[src/include/memStage_macros.svh]
`ifndef MEMSTAGE_MACROS_SVH
`define MEMSTAGE_MACROS_SVH

//////////////////////////////////////////////////////////////////////
// Address map
//////////////////////////////////////////////////////////////////////

// Data memory occupies 0x0000 up to this byte
`define DM_LAST 32'h0000_2FFF

// 12 KiB of 32-bit words
`define DM_WORDS 3072

// Timer blocks, 16-byte aligned
`define TIMER0_BASE 32'h0000_7F00
`define TIMER1_BASE 32'h0000_7F10

//////////////////////////////////////////////////////////////////////
// Register offsets inside one timer
//////////////////////////////////////////////////////////////////////

// Enable in bit 0, interrupt mask in bit 3
`define TIMER_CTRL 32'h0

// Writing here also reloads the counter
`define TIMER_PRESET 32'h4

// Read only
`define TIMER_COUNT 32'h8

`endif

[src/memStagePkg.sv]
`default_nettype none

package memStagePkg;

	// Memory operation carried with each request
	typedef enum logic [3:0] {
		opNone,
		opLw,
		opLh,
		opLhu,
		opLb,
		opLbu,
		opSw,
		opSh,
		opSb
	} memOpT;

	// Exception code as seen by CP0
	typedef logic [4:0] excCodeT;

	localparam excCodeT excNone = 5'd0;
	localparam excCodeT excAdEL = 5'd4;
	localparam excCodeT excAdES = 5'd5;
	localparam excCodeT excOv   = 5'd12;

	function automatic logic isLoad(input memOpT op);
		return op inside {opLw, opLh, opLhu, opLb, opLbu};
	endfunction

	function automatic logic isStore(input memOpT op);
		return op inside {opSw, opSh, opSb};
	endfunction

endpackage

`default_nettype wire

[src/memCtrl.sv]
`timescale 1ns/10ps
`default_nettype none
`include "memStage_macros.svh"

module memCtrl (
	input  logic                 clk,
	input  logic                 arstN,
	input  logic                 reqValid,
	input  memStagePkg::memOpT   reqOp,
	input  logic [31:0]          reqAddr,
	input  logic                 excErr,
	input  memStagePkg::excCodeT excCode,
	input  logic                 respReady,
	input  logic [31:0]          dmRData,
	input  logic [31:0]          timerRData,
	output logic                 reqReady,
	output logic                 dmWe,
	output logic                 timerWe,
	output logic                 timerSel,
	output logic                 respValid,
	output logic                 respErr,
	output memStagePkg::excCodeT respExc,
	output memStagePkg::memOpT   rdOp,
	output logic [1:0]           rdAddrLow,
	output logic [31:0]          rdWord
);
	import memStagePkg::*;

	localparam logic [31:0] timer1Base = `TIMER1_BASE;

	logic        accept, inDm, storeOk;
	logic        rdTimer, firstCycle;
	logic [31:0] liveWord, heldWord;

	//////////////////////////////////////////////////////////////////////
	// Handshake and write strobes
	//////////////////////////////////////////////////////////////////////

	assign reqReady = !respValid || respReady;
	assign accept   = reqValid && reqReady;

	// Only error-free requests reach here, so anything not in DM is a timer
	assign inDm     = reqAddr <= `DM_LAST;
	assign timerSel = reqAddr[31:4] == timer1Base[31:4];

	assign storeOk = accept && !excErr && isStore(reqOp);
	assign dmWe    = storeOk && inDm;
	assign timerWe = storeOk && !inDm;

	always_ff @(posedge clk or negedge arstN) begin
		if (!arstN) begin
			respValid  <= 1'b0;
			firstCycle <= 1'b0;
		end else begin
			firstCycle <= accept;
			if (accept) begin
				respValid <= 1'b1;
			end else if (respReady) begin
				respValid <= 1'b0;
			end
		end
	end

	// Response payload, faulted requests turn into bubbles
	always_ff @(posedge clk) begin
		if (accept) begin
			rdOp      <= excErr ? opNone : reqOp;
			rdAddrLow <= reqAddr[1:0];
			rdTimer   <= !inDm;
			respErr   <= excErr;
			respExc   <= excCode;
		end
		if (firstCycle) begin
			heldWord <= liveWord;
		end
	end

	// Memories read every cycle, so freeze the word while a response waits
	assign liveWord = rdTimer ? timerRData : dmRData;
	assign rdWord   = firstCycle ? liveWord : heldWord;

endmodule

`default_nettype wire

[config.mk]
export PLATFORM = sky130hd
export DESIGN_NAME = memCtrl
export DESIGN_NICKNAME = d
export VERILOG_FILES = /design/src/memStagePkg.sv /design/src/memCtrl.sv
export VERILOG_INCLUDE_DIRS = /design/src /design/src/include
export SDC_FILE = /design/constraint.sdc
export NUM_CORES = 1
export LEC_CHECK = 0
export ABC_AREA = 0
export BUFFER_PORTS_ARGS = -buffer_cell sky130_fd_sc_hd__buf_4
export CAP_MARGIN = 20
export CELL_PAD_IN_SITES_DETAIL_PLACEMENT = 0
export CELL_PAD_IN_SITES_GLOBAL_PLACEMENT = 2
export CORE_MARGIN = 4
export CORE_UTILIZATION = 18
export DETAILED_ROUTE_END_ITERATION = 12
export PLACE_DENSITY = 0.7
export SLEW_MARGIN = 20
export SYNTH_ARGS = -nofsm -noshare
export SYNTH_HDL_FRONTEND = slang
export SYNTH_SLANG_ARGS = --single-unit
[constraint.sdc]
create_clock -name clk -period 1.4 [get_ports clk]
set_clock_uncertainty 0.15 [all_clocks]
set_input_delay 0.21 -clock clk [delete_from_list [all_inputs] [get_ports clk]]
set_output_delay 0.21 -clock clk [all_outputs]
set_load 0.01 [all_outputs]
==> metrics, run 1 <==
Starting DRT DRC Count 63; Clock Tree Buf Depth 2; Slew Limit Fails 0; largest net degree at the start of global routing 35; routed wire length between 6000 and 7000 um; largest fanout on the critical path 6; PwrDens 948 nW/um^2; vias after detailed routing 2036; area of placed instances 3330 um^2; Ant. Diodes 0; TNS Setup -14240 ps; DRT Pass-1 Iters 3; Routability Congestion ~0.75; Routed wire per std cell around 13 um; crit path capture type primary output; setup violators final slightly above 40; worst setup margin -455 ps; switch share 0.240; Internal Power 2.93 mW; grt total ovfl 0; fin crit period 1850 ps; class of the worst hold path in -> reg; core footprint 10400 um^2; initial antenna violation count 0; crit-path cells buf_6 > buf_12 > mux2i_2 > a21oi_2 > buf_4; Placement Setup Slack -191 ps; syn avg cell area 10.7 um^2; yosys warns 0; Worst Hold Depth 2; DRT antenna net count 0; Worst path depth 5; Layout area overhead 110%; IO buf count between 150 and 200; Worst Tran Pin Value 259 ps; Starting Density 0.186; I/O pins approximately 160; CTS Buf Count 5; multi-input logic area 993 um^2; RSZ-0062 raised after global routing yes; status finished, violations left; Clock transition at path regs about 90 ps; relative slew slack 0.826; Seq/Total Area, Yosys 0.557; global-route wire length before repair approximately 10000 um; Sequential Area 1080 um^2; leading area contributor after synthesis dfxtp_1; Tcrit/Tclk final 1.32; Flop pwr share 0.413; Max stage delay on crit path 410 ps; Final Hold Fails 0; Die Width 112 um; # DRC 0; # clock sinks 47; final instance area 4070 um^2; Crit-path slowest cell edfxtp_1; layout cells sized above 1 0.634; clock root cell clkbuf_8; worst reg2reg path depth 6; Setup Crit Path Kind reg -> out; Clk network pwr share 0.302; Max H-tree Level 2; CP Data Required Time 1040 ps; failing checks negative setup slack; number of nets in the layout 491; Psw around 0.93 mW; worst path buffer plus inverter count 3; CTS tree built; Worst EP arrival around 1500 ps; syn nets 291; Leak Pwr 1.93 nW; Max Freq 0.539 GHz; VDD IR max 0.450 mV; number of global-route vias before repair approximately 2100; Gate power share 0.285; hpwl dp between 4000 and 5000 um; GRT Util Overall 0.0985; cell area after synthesis 1940 um^2; Clock Latency Late Sink 290 ps; Top Family by Delay on Critical Path buffers and inverters; share of the synthesized area in the top cell type 0.330; Mapped Cells 181; Die Area 12500 um^2; synthesized flop and latch total 47; Distinct cells, synth 27; fill count 1057; row count 37; chip height 112 um; via/cell ratio 3.93; Synth area leaders dfxtp_1, edfxtp_1, mux2i_1; Max-Cap Viols 0; crit start category flip-flop; fin util 0.391
## layer usage
| layer | up-vias | track usage | part of all wire |
|---|---|---|---|
| met3 | 2 | 0.0353 | 0.092 |
| li1 | 1041 | - | - |
| met1 | 897 | 0.114 | 0.38 |
| met2 | 96 | 0.171 | 0.52 |
| met5 | - | 0 | 0 |
| met4 | 0 | 0.0292 | 0.0069 |
## through the flow
stage          power [mW]  hold WS, ps  instances
5_1_grt              4.08         60.0        518
2_1_floorplan        1.92         -236        181
3_3_place_gp         2.47         -152        471
3_5_place_dp         2.48         -153        471
4_1_cts              3.84         61.3        512
6_report             3.85         76.9        518
## path summary, 6_finish.rpt
path | from | to | slack [ps]
max | rdTimer | rdWord[8] | -450
min reg2reg | heldWord[19] | heldWord[19] | 330
max in group asynchronous | arstN | firstCycle | 910
min | excErr | rdOp[1] | 80
max reg2reg | rdTimer | heldWord[8] | -130
min in group asynchronous | arstN | firstCycle | 90
## power groups by stage
stage               combinational (mW)  sequential, mW  clock (mW)
floorplan                        0.298            1.63           0
global placement                 0.848            1.62           0
finish                            1.10            1.59        1.16
global route                      1.20            1.61        1.27
CTS                               1.03            1.59        1.22
detailed placement               0.855            1.63           0
## cell type report
cell class              count  share of cell area
repair buffers            203               0.414
well taps                 136              0.0418
multi-input cells         123               0.244
flip-flops and latches     47               0.266
inverters                   1            0.000923
clock buffers               6              0.0178
clock inverters             2              0.0148
## cell usage in the layout (no fill, tap or decap)
| master | count |
|---|---|
| mux2i_1 | 21 |
| nor2_1 | 33 |
| nand4_1 | 1 |
| nand2b_1 | 1 |
| a21oi_1 | 16 |
| nand3_2 | 1 |
| o21ba_4 | 1 |
| buf_6 | 13 |
| bufinv_16 | 2 |
| nor4_4 | 1 |
| nor4b_4 | 1 |
| nand3_1 | 2 |
| clkbuf_16 | 1 |
| clkbuf_8 | 5 |
| a21oi_2 | 17 |
| o2111ai_2 | 1 |
| mux2i_2 | 8 |
| clkbuf_1 | 1 |
| and2_4 | 2 |
| or2b_1 | 1 |
| inv_1 | 1 |
| dfrtp_1 | 1 |
| and3b_1 | 1 |
| nor2b_1 | 4 |
| nor4_2 | 2 |
| buf_16 | 1 |
| dlygate4sd3_1 | 10 |
| mux2i_4 | 3 |
| and4_1 | 1 |
| nor3_2 | 3 |
| edfxtp_1 | 13 |
| or2_1 | 1 |
| nor4b_2 | 1 |
| buf_12 | 4 |
| buf_4 | 174 |
| dfrtp_2 | 1 |
| dfxtp_1 | 32 |
## synthesized netlist by cell type (all sizes together)
master    n
edfxtp   13
o21ba     1
or2b      1
buf       8
nor2     33
nand3     3
inv       1
nor4      3
and2      1
clkbuf    3
o2111ai   1
nand2b    1
nor2b     4
a21oi    33
nor4b     2
dfrtp     2
mux2i    32
nand4     1
nor3      3
dfxtp    32
or2       1
and4      1
and3b     1
## kinds of logic (layout without fill, tap and decap cells)
family,after synthesis,in the layout,synth area share
buf+inv,12,212,0.0394
mux,32,32,0.165
simple gates,55,56,0.143
compound gates,35,35,0.0948
flops,47,47,0.557
## worst register-to-register path: stages (launching register included)
cell and delay, ps:
edfxtp_1 410, buf_6 170, buf_12 140, mux2i_2 220, a21oi_2 100, buf_4 130, buf_4 120
## state kept, by name, summed over array words and instances (netlist names)
name / flops
firstCycle: 1
heldWord: 32
rdAddrLow: 2
rdOp: 4
rdTimer: 1
respErr: 1
respExc: 5
respValid: 1
## what timing repair did
item	CTS	global route
endpoints found under the setup margin	39	64
buffers inserted	22	8
gates resized for setup	24	34
endpoints found under the hold margin	11	0
pin swaps	40	10
cloned	1	2
hold buffers	10	0
(Power assumes the default switching activity.)
==> inputs of run 2 (changes only) <==
--- a/config.mk
+++ b/config.mk
@@ -14,7 +14,7 @@
 export CORE_MARGIN = 4
 export CORE_UTILIZATION = 18
 export DETAILED_ROUTE_END_ITERATION = 12
-export PLACE_DENSITY = 0.7
+export PLACE_DENSITY_LB_ADDON = 0.1
 export SLEW_MARGIN = 20
 export SYNTH_ARGS = -nofsm -noshare
 export SYNTH_HDL_FRONTEND = slang
==> run 2 against run 1 <==
  * The run still ends with negative setup slack left
  * Combinational power down 9%
  * Global-route usage about the same
  * Worst hold slack worse by 2.2 ps
  * First-iteration DRC count down 46%
  * Maximum frequency up 1.1%
  * Wire length down 4.7%
  * Critical path depth down 1
  * Worst setup slack better by 21 ps
  * Design area down 6.4%
  * Sequential share of layout area up 1.8 points
  * Core utilization down 2.5 points
  * Highest routed layer unchanged
==> metrics, run 2 (synthesized netlist as in run 1, its figures left out) <==
I/O pins 159; most common cell after layout, fill and taps aside buf_4; crit path launch rdTimer; fin crit period 1830 ps; Starting Density 0.186; Worst Tran Pin Value 268 ps; DRT antenna net count 0; Routability Congestion 0.683; # DRC 0; hpwl dp 4920 um; most frequent cells in the layout buf_4, nor2_1, dfxtp_1; chip height 112 um; clock root cell clkbuf_8; Regs by FF count heldWord (32), respExc (5), rdOp (4); GRT Util Overall 0.0988; r2r startpoint rdTimer; Final Hold Fails 0; VDD IR max 0.468 mV; Layout area overhead 96.3%; Die Area 12500 um^2; Clock Latency Late Sink 290 ps; Max Freq between 0.5 and 0.6 GHz; Min-Delay Startpoint reqOp[3]; TNS Setup -13180 ps; number of nets in the layout 477; Slew Limit Fails 0; class of the worst hold path in -> reg; grt total ovfl 0; Clock transition at path regs ~90 ps; row count 37; Routed wire per std cell between 10 and 15 um; # clock sinks 47; layout cells sized above 1 0.571; largest fanout on the critical path 21; RSZ-0062 raised after global routing yes; max reg flops 32; Clock Tree Buf Depth 2; failing checks negative setup slack; via/cell ratio 4.02; Placement Setup Slack -223 ps; global-route wire length before repair 10100 um; IO buf count 156; Most flops, register heldWord; worst setup margin -434 ps; Leak Pwr 1.86 nW; routed wire length 6350 um; Worst EP arrival 1470 ps; largest net degree at the start of global routing 35; Max H-tree Level 2; Starting DRT DRC Count 34; setup violators final between 40 and 50; total power between 3 and 4 mW; CTS Buf Count 5; Setup Crit Path Kind reg -> out; area of placed instances 3330 um^2; Ant. Diodes 0; core footprint 10400 um^2; status finished, violations left; crit start category flip-flop; final instance area 3810 um^2; Tcrit/Tclk final 1.31; fin util 0.366; PwrDens 955 nW/um^2; DRT Pass-1 Iters 3; vias after detailed routing just over 2000; Max-Cap Viols 0; relative slew slack 0.820; CTS tree built; initial antenna violation count 0; number of global-route vias before repair 2084; crit path capture type primary output; Die Width 112 um; CP Data Required Time 1040 ps
==> run 2: cell types whose count changed in the layout (fill, tap and decap cells not counted), moves of 2 or more <==
| cell | before | now |
|---|---|---|
| buf_4 | 174 | 163 |
| a21oi_1 | 16 | 25 |
| a21oi_2 | 17 | 8 |
| mux2i_1 | 21 | 30 |
| mux2i_2 | 8 | 2 |
| mux2i_4 | 3 | 0 |
| nor4_2 | 2 | 0 |
| nor4_4 | 1 | 3 |
==> run 2: worst paths after layout <==
path | endpoint | slack, ps | cells after the start
min | rdOp[3] | 70 | 2
min in group asynchronous | respValid | 80 | 2
max | rdWord[9] | -430 | 4
min reg2reg | heldWord[7] | 330 | 2
max in group asynchronous | firstCycle | 920 | 2
max reg2reg | heldWord[15] | -140 | 6
==> run 2: cell type report <==
type | instances | area [um^2]
Clock buffer | 6 | 82.6
Fill cell | 1086 | 6610
Sequential cell | 47 | 1080
Inverter | 1 | 3.75
Clock inverter | 2 | 35.0
Tap cell | 136 | 170
Timing Repair Buffer | 189 | 1530
Multi-Input combinational cell | 123 | 903
==> run 2: repair_timing <==
item | in CTS | in global routing
pin swaps | 10 | 5
gates cloned | 0 | 1
endpoints found under the setup margin | 41 | 57
setup buffers | 8 | 3
resized for setup | 21 | 17
hold endpoints to repair | 11 | 0
hold buffers | 10 | 0
==> run 2: critical path, cell delays in order (launching register included) <==
cell and delay (ps):
edfxtp_1 420, buf_12 210, mux2i_2 280, a21oi_2 90
buf_4 150
==> run 2: report_power, final <==
part,switching (mW),leakage [nW],internal (mW)
registers,0.0398,0.414,1.55
logic,0.404,1.39,0.598
clock network,0.462,0.0612,0.579
total,0.905,1.86,2.73
==> run 2: layer usage <==
metal  vias up  GRT usage  wire length (um)
met3         2     0.0620               939
met4         0     0.0219                31
met2       103      0.160              3000
li1       1012          -                 -
met1       907      0.110              2380
met5         -          0                 0
==> run 2: through the flow <==
stage | hold WS, ps | std cells
after floorplan | -236 | 181
after global placement | -157 | 474
after detailed placement | -154 | 474
after CTS | 63.0 | 500
after global routing | 67.5 | 504
final | 74.6 | 504
==> inputs of run 3 (changes only) <==
--- a/config.mk
+++ b/config.mk
@@ -13,8 +13,10 @@
 export CELL_PAD_IN_SITES_GLOBAL_PLACEMENT = 2
 export CORE_MARGIN = 4
 export CORE_UTILIZATION = 18
+export CTS_CLUSTER_DIAMETER = 40
 export DETAILED_ROUTE_END_ITERATION = 12
 export PLACE_DENSITY_LB_ADDON = 0.1
+export SETUP_SLACK_MARGIN = 0.4
 export SLEW_MARGIN = 20
 export SYNTH_ARGS = -nofsm -noshare
 export SYNTH_HDL_FRONTEND = slang
==> run 3 against run 2 <==
  * The flow still finishes with violations (negative setup slack)
  * Via count decreased by 1.2%
  * Worst setup slack got worse by 24 ps
  * Largest cell class unchanged
  * Core utilization increased by 3.5 points
  * Wire length increased by 10%
  * Combinational power increased by 9%
  * Clock-buffer cell count decreased by 1
  * Critical path depth increased by 1
  * Non-clock buffer count decreased by 4
  * Global-route usage increased by 0.34 points
  * Design area increased by 9.6%
==> metrics, run 3 (synthesized netlist as in run 1, its figures left out) <==
status finished, violations left; failing checks negative setup slack; Routability Congestion a little over 0.7; Hold Worst Slack 61.4 ps; Clock transition at path regs roughly 100 ps; Worst R2R Setup Slack 0 ps; Regs by FF count heldWord (32), respExc (5), rdOp (4); Slew Limit Fails 0; vias after detailed routing roughly 2000; Max stage delay on crit path 410 ps; relative slew slack 0.736; CTS Buf Count 5; Setup Crit Path Kind reg -> out; CP dominant cell by count buf_6; RSZ-0062 raised after global routing yes; clock root cell clkbuf_8; Leak Pwr 1.86 nW; worst r2r dst heldWord[15]; # DRC 0; routed wire length 7010 um; Clock Latency Late Sink ~300 ps; fin crit period 1860 ps; initial antenna violation count 0; GRT Util Overall 0.102; core footprint 10400 um^2; chip height around 110 um; Die Area 12500 um^2; Routed wire per std cell 14.0 um; IO buf count 156; Final Hold Fails 0; Tcrit/Tclk final 1.33; Max H-tree Level 2; number of nets in the layout 473; Crit-path slowest cell edfxtp_1; DRT Pass-1 Iters 4; Die Width 112 um; crit start category flip-flop; max reg flops 32; Non-Filler Instances 500; CP Data Required Time between 1000 and 1500 ps; # clock sinks 47; VDD IR max between 0.4 and 0.5 mV; Starting DRT DRC Count 38; Max Freq 0.538 GHz; PwrDens 891 nW/um^2; row count 37; r2r startpoint rdTimer; Worst Tran Pin Value just under 400 ps; number of global-route vias before repair ~2100; worst reg2reg path depth 5; setup violators final 36; fin util 0.401; Worst EP arrival approximately 1500 ps; TNS Setup -14110 ps; Most flops, register heldWord; Max-Cap Viols 0; Clock Tree Buf Depth 2; grt total ovfl 0; DRT antenna net count 0; I/O pins 159; most frequent cells in the layout buf_4, nor2_1, dfxtp_1; largest net degree at the start of global routing 22; CTS tree built; Min-Delay Startpoint excErr; global-route wire length before repair 10400 um; largest fanout on the critical path 5; Ant. Diodes 0; Starting Density 0.186; worst setup path end rdWord[31]; crit-path cells buf_6 > clkbuf_16 > mux2i_4 > a21oi_4 > buf_6; layout cells sized above 1 0.684; most common cell after layout, fill and taps aside buf_4; hpwl dp 5130 um; class of the worst hold path in -> reg; crit path launch rdTimer; crit path capture type primary output; worst setup margin -459 ps; Placed Cells incl. Taps 472; Layout area overhead 115%; via/cell ratio approximately 4.0
-- run 3: changes by cell type in the layout (fill, tap and decap cells not counted), sizes merged --
cell / change
clkinv: -1
clkinvlp: +1
inv: +1
clkbuf: +1
buf: -6
-- run 3: worst max-delay path, delay by kind of cell (launching register included) --
family,cells,cell delay (ps)
DFF,1,410
buffers and inverters,3,440
muxes,1,190
AOI/OAI and AO/OA,1,160
-- run 3: timing repair --
item / 4_1_cts / 5_1_grt
setup buffers: 0 / 6
gates resized for setup: 32 / 25
endpoints found under the hold margin: 11 / 0
pin swaps: 6 / 4
cloned: 1 / 3
setup endpoints to repair: 97 / 97
hold buffers: 10 / 0
-- run 3: layout make-up --
| type | count | area [um^2] |
|---|---|---|
| well taps | 136 | 170 |
| repair buffers | 185 | 1620 |
| fillers | 1026 | 6240 |
| clock inverters | 3 | 46.3 |
| inverters | 1 | 3.75 |
| flip-flops and latches | 47 | 1080 |
| multi-input cells | 123 | 1180 |
| clock buffers | 5 | 68.8 |
-- run 3: worst min-delay path by stage --
stage	end	slack, ps	cells after the start
after floorplan	firstCycle	-240	0
after global placement	respValid	-160	1
after detailed placement	respValid	-150	1
after CTS	firstCycle	50	2
after global routing	rdOp[1]	50	2
final	rdOp[1]	60	2
-- run 3: power by group --
group          internal [mW]  switching [mW]
registers               1.55          0.0459
clock network          0.539           0.493
logic                  0.630           0.458
total                   2.72           0.998
-- run 3: stage by stage --
| stage | setup WS, ps | area [um^2] | power (mW) |
|---|---|---|---|
| final | -459 | 4170 | 3.72 |
| after global routing | -541 | 4170 | 3.94 |
| after CTS | -453 | 3930 | 3.74 |
| after detailed placement | -185 | 3580 | 2.60 |
| after global placement | -148 | 3580 | 2.60 |
| after floorplan | 54.6 | 2220 | 2.02 |
-- run 3: routing by layer --
layer | up-vias | GRT usage | wire length [um]
met1 | 891 | 0.120 | 2880
met4 | 0 | 0.0292 | 54
met2 | 96 | 0.170 | 3410
met3 | 2 | 0.0440 | 667
li1 | 1010 | - | -
met5 | - | 0 | 0
